==> src/include/pio_macros.svh <==
`ifndef PIO_MACROS_SVH
`define PIO_MACROS_SVH

// Block sizes
`define PIO_NUM_SM      4
`define PIO_IMEM_DEPTH  32
`define PIO_FIFO_DEPTH  4
`define PIO_DIV_W       16

// Derived widths
`define PIO_SM_IDX_W    2
`define PIO_PC_W        5
`define PIO_WORD_W      32

// Pin groups per instruction class
`define PIO_SET_MAX     5

`endif

==> src/pio_pkg.sv <==
package pio_pkg;

  typedef logic [31:0] word_t;

  typedef enum logic [2:0] {
    OP_JMP      = 3'd0,
    OP_WAIT     = 3'd1,
    OP_IN       = 3'd2,
    OP_OUT      = 3'd3,
    OP_PUSHPULL = 3'd4,
    OP_SET      = 3'd7
  } opcode_e;

  // 16-bit instruction word
  typedef struct packed {
    opcode_e    op;    // 15:13
    logic [4:0] rsvd;  // 12:8, ignored
    logic [2:0] sub;   // 7:5
    logic [4:0] arg;   // 4:0
  } instr_t;

  typedef enum logic [3:0] {
    ACT_IDLE     = 4'd0,
    ACT_WR_INSTR = 4'd1,
    ACT_WRAP     = 4'd2,
    ACT_POP_RX   = 4'd3,
    ACT_PUSH_TX  = 4'd4,
    ACT_PINS     = 4'd5,
    ACT_ENABLE   = 4'd6,
    ACT_DIV      = 4'd7,
    ACT_IMM      = 4'd9,
    ACT_JMP_PIN  = 4'd10
  } action_e;

endpackage

==> src/pio_pin_merge.sv <==
`timescale 1ns/1ps
`include "pio_macros.svh"

module pio_pin_merge (
  input  pio_pkg::word_t pin_val [`PIO_NUM_SM],
  input  pio_pkg::word_t pin_mask [`PIO_NUM_SM],
  output pio_pkg::word_t gpio_out,
  output pio_pkg::word_t gpio_dir
);

  // Later machines overwrite earlier ones
  always_comb begin
    gpio_out = '0;
    gpio_dir = '0;
    for (int m = 0; m < `PIO_NUM_SM; m++) begin
      gpio_out = (gpio_out & ~pin_mask[m]) | (pin_val[m] & pin_mask[m]);
      gpio_dir = gpio_dir | pin_mask[m];
    end
  end

endmodule

==> config.mk <==
export PLATFORM = sky130hd
export DESIGN_NAME = pio_pin_merge
export DESIGN_NICKNAME = d
export VERILOG_FILES = /design/src/pio_pkg.sv /design/src/pio_pin_merge.sv
export VERILOG_INCLUDE_DIRS = /design/src /design/src/include
export SDC_FILE = /design/constraint.sdc
export NUM_CORES = 1
export LEC_CHECK = 0
export BUFFER_PORTS_ARGS = -buffer_cell sky130_fd_sc_hd__buf_2
export CAP_MARGIN = 20
export CORE_AREA = 2 2 124 126
export DETAILED_ROUTE_END_ITERATION = 16
export DIE_AREA = 0 0 126 128
export PLACE_DENSITY_LB_ADDON = 0.1
export SLEW_MARGIN = 30
export SYNTH_ARGS = -nofsm -noshare
export SYNTH_HDL_FRONTEND = slang
export SYNTH_SLANG_ARGS = --single-unit
==> constraint.sdc <==
create_clock -name vclk -period 0.8
set_input_delay 0.08 -clock vclk [all_inputs]
set_output_delay 0.08 -clock vclk [all_outputs]
set_load 0.02 [all_outputs]
# Word-level counts from Yosys, hierarchy flattened
# Index checks and enable logic that the tools add are counted.
word_totals:
  regBits: 0
  output_inout_bits: 64
  wordCells: 16
classes:
  n_bitwise: 16
op_table:
  columns: ["cell", "count"]
  rows:
  - ["$and 32x32->32", 7]
  - ["$or 32x32->32", 6]
  - ["$not 32->32", 3]

# Depth between registers and ports, before layout
depth:
  ltp_word: 7
  depth_mapped: 2
  mapped_depth_nobuf: 2

# Worst setup path before layout
# OpenSTA, ideal clock, no wires.
synth_timing:
  path_type: "input-to-output"
  from: "in pin_mask[64] (netlist bit)"
  to: "out gpio_out[0]"
  arrival_time_ps: 817
  setup_slack_ps: -97
  path_stages: 2
  n_path_buf: 0
  path_cell_list: "nand3b_1 > a221oi_1"
synth_between:
  elab_chain_len: 7
  elab_cells_between_ends: 8
  classes_between: "bitwise (8)"
synth_rtl:
  columns: ["item", "line_no", "text"]
  rows:
  - ["start: declaration", "pio_pin_merge.sv:6", "input pio_pkg::word_t pin_mask [`PIO_NUM_SM],"]
  - ["$not 32->32", "pio_pin_merge.sv:16", "gpio_out = (gpio_out & ~pin_mask[m]) | (pin_val[m] & pin_mask[m]);"]
  - ["$and 32x32->32", "pio_pin_merge.sv:16", null]
  - ["$or 32x32->32 (*)", "pio_pin_merge.sv:16", null]
  - ["$and 32x32->32 (*)", "pio_pin_merge.sv:16", null]
  - ["$or 32x32->32 (*)", "pio_pin_merge.sv:16", null]
  - ["$and 32x32->32 (*)", "pio_pin_merge.sv:16", null]
  - ["$or 32x32->32 (*)", "pio_pin_merge.sv:16", null]
  - ["end: declaration", "pio_pin_merge.sv:7", "output pio_pkg::word_t gpio_out,"]
# Mark *: on every way between the ends. The rest lies on a longest branch, timed or not.

# Final worst setup path
layout_timing:
  from: "in pin_mask[68] (netlist bit)"
  to: "out gpio_dir[4]"
layout_between:
  elab_chain_len: 3
layout_rtl:
  columns: ["item", "line_no", "text"]
  rows:
  - ["$or 32x32->32 (3 in a row)", "pio_pin_merge.sv:17", "gpio_dir = gpio_dir | pin_mask[m];"]
  - ["end: declaration", "pio_pin_merge.sv:8", "output pio_pkg::word_t gpio_dir"]
# Every way passes these cells.

==> metrics.md <==
| Metric | Value |
|---|---|
| Layout cells sized above 1 | `0.820` |
| Critical Path Sink | `gpio_dir[4]` |
| CP startpoint kind | `input port` |
| Launch point of the worst path | `pin_mask[68]` |
| Slew of the pin with the lowest slew margin | `287 ps` |
| Finished Cell Area | `0.00470 sq mm` |
| Max-Cap Viols | `0` |
| Die extent in y | `128 microns` |
| Levels on crit path | `3` |
| Grt ovf | `0` |
| DRT antenna net count | `0` |
| Critical path cell sequence | `buf_8 > or4_4 > buf_6` |
| Die ar. | `0.0161 sq mm` |
| Placed Area | `0.00349 sq mm` |
| Pwr/cell area | `509 mW/mm^2` |
| Area grow syn2layout | `245%` |
| Post-DP HPWL | `7600 microns` |
| Worst Hold Class | `input port to output pin` |
| IO Port Bufs | `320` |
| Worst VDD drop | `0.000222 V` |
| Hold slack | `439 ps` |
| Failing checks | `setup timing` |
| Largest net degree at the start of global routing | `5` |
| Clock buf count | `0` |
| Core area | `0.0149 sq mm` |
| Dpl ws | `-185 ps` |
| Number of diodes | `0` |
| IO Pins | `320` |
| Seq_cells | `0` |
| Setup CP Type | `input port to output pin` |
| Post-Layout Cell Count | `726` |
| Post-Syn Instances | `192` |
| Post-Synthesis Net Count | `448` |
| Final hold violation count | `0` |
| RSZ-0062 raised after global routing | `yes` |
| DRT iter0 DRCs | `29` |
| Setup violators final | `62` |
| Final WL | `9180 microns` |
| DRC violations left | `0` |
| Via count | `3132` |
| Final WS setup | `-134 ps` |
| WP buf/inv | `2` |
| Nets | `796` |
| RD Place Congestion | `0.769` |
| Worst Path Max Fanout | `3` |
| Number of global-route vias before repair | `3211` |
| Gr usage total | `0.0975` |
| Count of pins over their slew limit | `0` |
| Row cnt | `45` |
| Initial antenna violation count | `0` |
| Critical path's largest stage delay | `530 ps` |
| Die W | `126 microns` |
| Leakage | `2.17 nW` |
| Status | `finished, violations left` |
| Commonest non-fill, non-tap cell in the layout | `buf_2` |
| Cell variety after synth | `6` |
| Fillers | `1608` |
| Yosys warns | `0` |
| Average cell area after synthesis | `7.09 sq um` |
| Synth Cell Area | `0.00136 sq mm` |
| Critical path capture point type | `output pin` |
| Final period utilization | `1.17` |
| Placed Cells | `712` |
| Post-route setup TNS | `-4720 ps` |
| Tmin final | `934 ps` |
| Register area | `0 sq um` |
| Most frequent cells in the layout | `buf_2, buf_6, buf_4` |
| Fmax | `1.07 GHz` |
| Starting density of the core | `0.0916` |
| Vias per cell | `4.31` |
| Relative slew slack | `0.807` |
| First-pass GRT wire length | `13800 microns` |
| Sequential fraction of the synthesis area | `0` |
| Crit path max-delay cell type | `or4_4` |
| Crit-path leading delay family | `simple AND/OR/NAND/NOR gates` |
| CP Data Required Time | `720 ps` |
| TritonRoute pass-1 iters | `3` |
| DR WL/cell | `12.6 microns` |
| WP data arrival | `850 ps` |
## Yosys cell counts (all sizes together)
master | n | area share
a211oi | 32 | 0.18
a221oi | 32 | 0.21
inv | 32 | 0.088
nand3b | 32 | 0.18
nor3b | 32 | 0.18
or4 | 32 | 0.18
## worst min-delay path by stage
stage,startpoint,cells past startpoint,to
after floorplan,pin_mask[0],1,gpio_out[0]
after detailed placement,pin_mask[127],3,gpio_dir[31]
final,pin_mask[104],3,gpio_dir[8]
after global routing,pin_mask[97],3,gpio_dir[1]
after global placement,pin_mask[121],3,gpio_dir[25]
after CTS,pin_mask[89],3,gpio_dir[25]
## where the power goes
group,switching [mW],internal (mW),total (mW)
logic,0.989,1.40,2.39
registers,0,0,0
clock network,0,0,0
## area by class of cell
class / count / area [sq um] / share of cell area
inverter: 32 / 120 / 0.0256
multi-input combinational: 160 / 1780 / 0.379
tap: 188 / 235 / 0.0501
timing repair buffer: 346 / 2560 / 0.546
## through the flow
stage	util	total power [mW]
finish	0.316	2.39
global route	0.316	2.57
CTS	0.307	2.32
global placement	0.235	1.76
floorplan	-	0.730
detailed placement	0.235	1.77
## logic make-up after synthesis
kind of cell	Yosys count	share of synthesized area
AO/OA/AOI/OAI	64	0.382
buffers and inverters	32	0.0882
AND/OR/NAND/NOR	96	0.529
## layer usage
layer,track usage,up-vias,routed length (microns)
li1,-,1531,-
met1,0.0925,1426,2850
met2,0.219,169,5440
met3,0.0171,6,832
met4,0.00711,0,60
met5,0,-,0
## repair_timing
action,4_1_cts,5_1_grt
gates resized for setup,235,18
pin swaps,41,28
setup endpoints to repair,64,64
hold buffers,0,0
setup buffers,9,5
endpoints found under the hold margin,0,0
(Power assumes the default switching activity.)
