$ cat src/include/pio_macros.svh
`ifndef PIO_MACROS_SVH
`define PIO_MACROS_SVH

// Block sizes
`define PIO_NUM_SM      4
`define PIO_IMEM_DEPTH  32
`define PIO_FIFO_DEPTH  4
`define PIO_DIV_W       16

// Derived widths
`define PIO_SM_IDX_W    2
`define PIO_PC_W        5
`define PIO_WORD_W      32

// Pin groups per instruction class
`define PIO_SET_MAX     5

`endif

$ cat src/pio_pkg.sv
package pio_pkg;

  typedef logic [31:0] word_t;

  typedef enum logic [2:0] {
    OP_JMP      = 3'd0,
    OP_WAIT     = 3'd1,
    OP_IN       = 3'd2,
    OP_OUT      = 3'd3,
    OP_PUSHPULL = 3'd4,
    OP_SET      = 3'd7
  } opcode_e;

  // 16-bit instruction word
  typedef struct packed {
    opcode_e    op;    // 15:13
    logic [4:0] rsvd;  // 12:8, ignored
    logic [2:0] sub;   // 7:5
    logic [4:0] arg;   // 4:0
  } instr_t;

  typedef enum logic [3:0] {
    ACT_IDLE     = 4'd0,
    ACT_WR_INSTR = 4'd1,
    ACT_WRAP     = 4'd2,
    ACT_POP_RX   = 4'd3,
    ACT_PUSH_TX  = 4'd4,
    ACT_PINS     = 4'd5,
    ACT_ENABLE   = 4'd6,
    ACT_DIV      = 4'd7,
    ACT_IMM      = 4'd9,
    ACT_JMP_PIN  = 4'd10
  } action_e;

endpackage

$ cat src/pio_fifo.sv
`timescale 1ns/1ps
`include "pio_macros.svh"

module pio_fifo (
  input  logic           clk,
  input  logic           reset,
  input  logic           push,
  input  logic           pop,
  input  pio_pkg::word_t din,
  output pio_pkg::word_t dout,
  output logic           empty,
  output logic           full
);

  localparam int AW = $clog2(`PIO_FIFO_DEPTH);

  pio_pkg::word_t mem [`PIO_FIFO_DEPTH];
  logic [AW-1:0] wr_ptr;
  logic [AW-1:0] rd_ptr;
  logic [AW:0]   count;
  logic          do_push;
  logic          do_pop;

  assign empty   = (count == '0);
  assign full    = (count == (AW+1)'(`PIO_FIFO_DEPTH));
  assign do_push = push && !full;
  assign do_pop  = pop && !empty;
  assign dout    = mem[rd_ptr];  // Head word

  always_ff @(posedge clk) begin
    if (do_push) begin
      mem[wr_ptr] <= din;
    end
  end

  always_ff @(posedge clk) begin
    if (reset) begin
      wr_ptr <= '0;
      rd_ptr <= '0;
      count  <= '0;
    end else begin
      if (do_push) begin
        wr_ptr <= wr_ptr + AW'(1);
      end
      if (do_pop) begin
        rd_ptr <= rd_ptr + AW'(1);
      end
      count <= count + (AW+1)'(do_push) - (AW+1)'(do_pop);
    end
  end

  a_no_overflow: assert property (@(posedge clk) disable iff (reset) push |-> !full)
    else $error("pio_fifo: push while full");
  a_no_underflow: assert property (@(posedge clk) disable iff (reset) pop |-> !empty)
    else $error("pio_fifo: pop while empty");

endmodule

$ cat config.mk
export PLATFORM = sky130hd
export DESIGN_NAME = pio_fifo
export DESIGN_NICKNAME = d
export VERILOG_FILES = /design/src/pio_pkg.sv /design/src/pio_fifo.sv
export VERILOG_INCLUDE_DIRS = /design/src /design/src/include
export SDC_FILE = /design/constraint.sdc
export NUM_CORES = 1
export LEC_CHECK = 0
export ABC_AREA = 1
export BUFFER_PORTS_ARGS = -buffer_cell sky130_fd_sc_hd__buf_4
export CAP_MARGIN = 20
export CORE_ASPECT_RATIO = 0.8
export CORE_MARGIN = 2
export CORE_UTILIZATION = 61
export DETAILED_ROUTE_END_ITERATION = 6
export PLACE_DENSITY = 0.85
export SYNTH_ARGS = -nofsm -noshare
export SYNTH_HDL_FRONTEND = slang
export SYNTH_SLANG_ARGS = --single-unit
$ cat constraint.sdc
create_clock -name clk -period 4.3 [get_ports clk]
set_input_delay 0.215 -clock clk [delete_from_list [all_inputs] [get_ports clk]]
set_output_delay 0.215 -clock clk [all_outputs]
set_load 0.01 [all_outputs]
* Word level (Yosys, flattened, before mapping)
Memories as Yosys holds them, arrays and structs flattened. A register that Yosys moved wholly into a read port is not among the register bits.
Index checks and enable logic that the tools add are counted.
** Storage, ports and cells
- Bits in writable memories :: 128
- Word-level logic and storage cells :: 18
- Bits in registers :: 7
- Output and inout bits :: 34
- Memories :: 1
** Memories
- mem :: words 4, width 32, read ports 1, clocked after memory_dff 1, write ports 1, line pio_fifo.sv:17 : pio_pkg::word_t mem [`PIO_FIFO_DEPTH];
** Cells by class
- Reductions and logical operators :: 5
- Add/subtract/negate cells :: 4
- Equal/unequal tests :: 1
- Mux-type cells :: 4
** Operator list (count)
- 2-bit by 1-bit adder with 2-bit output (second input constant) :: 2
- 2-bit two-way mux :: 2
- 3-bit by 1-bit adder with 3-bit output :: 1
- 3-bit == test (second input constant) :: 1
- 3-bit zero test :: 1
- 3-bit by 1-bit subtractor with 3-bit output :: 1
- 1-bit logical AND :: 2
- 1-bit zero test :: 2
- 1-bit two-way mux :: 2

* Longest topological paths before layout
- Depth in word-level cells :: 5
- Gate-level depth with buffers :: 11
- Gate-level depth less buffers :: 11

* Worst setup path after synthesis
No wires, ideal clock.
- Kind :: register to register
- Start point :: reg count[1]
- End point :: mem mem[0][0] (netlist name), enable pin
- Required time :: 3879 ps
- Setup time :: 421 ps
- Clock period less this slack :: 2431 ps
- Path slack :: 1869 ps
- Data arrival time :: 2010 ps
- Path buffers :: 0
- Cell stages (with the launch flop) :: 5
- Path through :: dfxtp_1 > nor2_1 > nand2_1 > nand2_1 > nor2_1
** On the way
- Cells in the longest elaborated chain, start to end :: 5
** Ends and longest elaborated chain
- from (decl) :: line pio_fifo.sv:20 : logic [AW:0] count;
- from (signal assigned) :: line pio_fifo.sv:48 : count <= count + (AW+1)'(do_push) - (AW+1)'(do_pop);
- 3-bit == test :: line pio_fifo.sv:25 : assign full = (count == (AW+1)'(`PIO_FIFO_DEPTH));
- 1-bit zero test :: line pio_fifo.sv:26 : assign do_push = push && !full;
- 1-bit logical AND :: line pio_fifo.sv:26
- 1-bit two-way mux :: line pio_fifo.sv:31 : if (do_push) begin
- 1-bit two-way mux (not written as such) :: line pio_fifo.sv:32 : mem[wr_ptr] <= din;
- to (decl) :: line pio_fifo.sv:17
Every way passes these cells.

==> results.tsv <==
metric	value	unit
most frequent cells in the layout	edfxtp_1, nor2_1, buf_4	
f_max	416	MHz
HP Class	input pin to flop	
Final ANT Viol Nets	0	
Setup Skew	0.00676	ns
Clock transition at path regs	0.06	ns
Hold EP	count[0]	
Core Box Area	8450	um^2
final worst path period share	55.9	%
grt ovf	0	
Slew Limit Fails	0	
Reg-to-Reg Start	count[1]	
first-pass GRT wire length	16.8	mm
Max transition margin	30.4	%
Vias/cell	5.69	
Register-to-Register Path Depth	10	
R2R Setup Slk	2.08	ns
Pwr Density	606	nW/um^2
max incr delay on CP	0.69	ns
Max Cap Viol	0	
Cell Area, Placed	5790	um^2
DRC viols	0	
via count	3467	
Startpoint Class	flop	
Reg-to-Reg End	count[2]	
initial antenna violation count	0	
Slew @ Worst Pin	1.04	ns
drt pass-1 iters	4	
sequential share of the synthesized area	76.5	%
row count	30	
CP top delay family	flip-flops	
vias in the first global route	3435	
starting density of the core	62.3	%
Worst Path Max Fanout	64	
CTS max path bufs	2	
I/O pin count	70	
Critical Path RT	4.09	ns
min Tclk post-route	2.40	ns
Yosys reg bits	137	
Die W	108	um
final setup vio count	0	
unrepaired setup endpoints after global routing	no	
htree depth	4	
critical-path cell list	buf_12 > inv_8 > o21ai_0 > o22ai_1 > buf_4	
CTS tree	built	
Sink Count	137	
area grow syn2layout	28.6	%
Syn Inst Count	378	
Crit. End Element	primary output	
input/output buffers	69	
n_diodes	0	
root buffer cell	clkbuf_8	
arrival time at the worst endpoint	2.19	ns
Leak	2.47	nW
area of the die	9390	um^2
Routed wire per std cell	18.6	um
setup TNS after final layout	0	ns
status	finished clean	
endpoints failing hold	0	
Final HPWL DP	5.42	mm
die height	87.1	um
drt initial violations	215	
Synth cell types	18	
Mapped Area	5260	um^2
slowest CP cell	dfxtp_2	
syn_area_per_cell	13.9	um^2
Final GP Congestion	0.815	
GRT Total Usage	24.6	%
CP Class	flop to primary output	
Worst Hold Launch	reset	
commonest non-fill, non-tap cell in the layout	edfxtp_1	
Tot Pwr	4.10	mW
Synth warnings	0	
CTS buffer count	17	
worst path bufs/invs	3	
Clock Latency Late Sink	0.51	ns
Routed WL	11.3	mm
# resized after CTS	0	
Final Instance Area	6770	um^2
largest net degree at the start of global routing	66	
Max IR drop VDD	0.620	mV
Syn Nets	421	
WHS Path Cells	3	
nets	527	
layout cells sized above 1	21.3	%
-- power breakdown --
| group | leakage, nW | internal, mW | total (mW) | switching [mW] |
|---|---|---|---|---|
| clock | 0.265 | 0.877 | 1.41 | 0.538 |
| sequential | 1.25 | 1.63 | 1.71 | 0.0744 |
| combinational | 0.962 | 0.390 | 0.980 | 0.590 |
| total | 2.47 | 2.90 | 4.10 | 1.20 |
-- what timing repair did --
item | CTS | global route
setup buffers | 0 | 0
hold buffers | 35 | 0
hold endpoints to repair | 134 | 0
-- stage by stage --
| stage | hold WS (ns) | utilization, % | setup slack [ns] | instances |
|---|---|---|---|---|
| 3_3_place_gp | 0.389 | 68.6 | 2.08 | 540 |
| 5_1_grt | 0.410 | 80.1 | 1.78 | 609 |
| 4_1_cts | 0.392 | 79.6 | 1.42 | 607 |
| 6_report | 0.408 | 80.1 | 1.90 | 609 |
| 3_5_place_dp | 0.395 | 68.6 | 2.03 | 540 |
| 2_1_floorplan | 0.286 | - | 1.87 | 378 |
-- worst reg2reg max path: stages (launching register included) --
cell and delay, ns:
dfxtp_1 0.36, nor2_1 0.08, nand2_1 0.18, nand2_1 0.30, ha_1 0.40, inv_1 0.05, ha_1 0.18, fa_1 0.39
nand3_1 0.10, nand2_1 0.05, nor2_1 0.08
-- registers in the layout, summed over array words and instances, names as in the netlist, named ones only --
name,cells
mem,128
wr_ptr,2
count,3
rd_ptr,2
-- synthesized netlist by cell type (all sizes together) --
cell type  count  area share (%)
nor2          78             5.6
buf           18             2.9
o22ai         32             3.8
nand2         12            0.86
fa             1            0.38
clkbuf         1           0.071
o21ai         64             6.1
edfxtp       128              73
ha             6             1.4
dfxtp          9             3.4
a21oi          5            0.48
nand3          4            0.38
inv           20             1.6
-- kinds of logic (layout without fill, tap and decap cells) --
kind of cell	Yosys count	after routing	share of synthesized area [%]
buf+inv	39	158	4.56
simple gates	94	94	6.80
fa+ha+maj	7	7	1.81
flops	137	137	76.5
compound gates	101	101	10.4
-- metal layers --
metal	wire length, um	part of all wire (%)	vias up	global-route usage, %
met3	834	7.4	12	5.39
met1	4490	40	1680	30.3
met2	5850	52	176	42.7
met4	150	1.3	0	10.6
li1	-	-	1599	-
met5	0	0	-	0
-- worst max path at each step --
stage / depth (start not counted) / startpoint / end
after CTS: 4 / flop / dout[29]
final: 5 / flop / dout[26]
after global placement: 4 / flop / dout[28]
after detailed placement: 4 / flop / dout[11]
after floorplan: 4 / count[1] / mem[0][0]
after global routing: 5 / flop / dout[27]
-- final cells by class --
type                       count  area (um^2)
tap                          112          140
inverter                      20         82.6
timing repair buffer         106          916
fill                         461         1680
clock buffer                  19          422
sequential                   137         4030
multi-input combinational    202         1030
clock inverter                13          154
No activity file was read; power rests on OpenSTA's default activity.
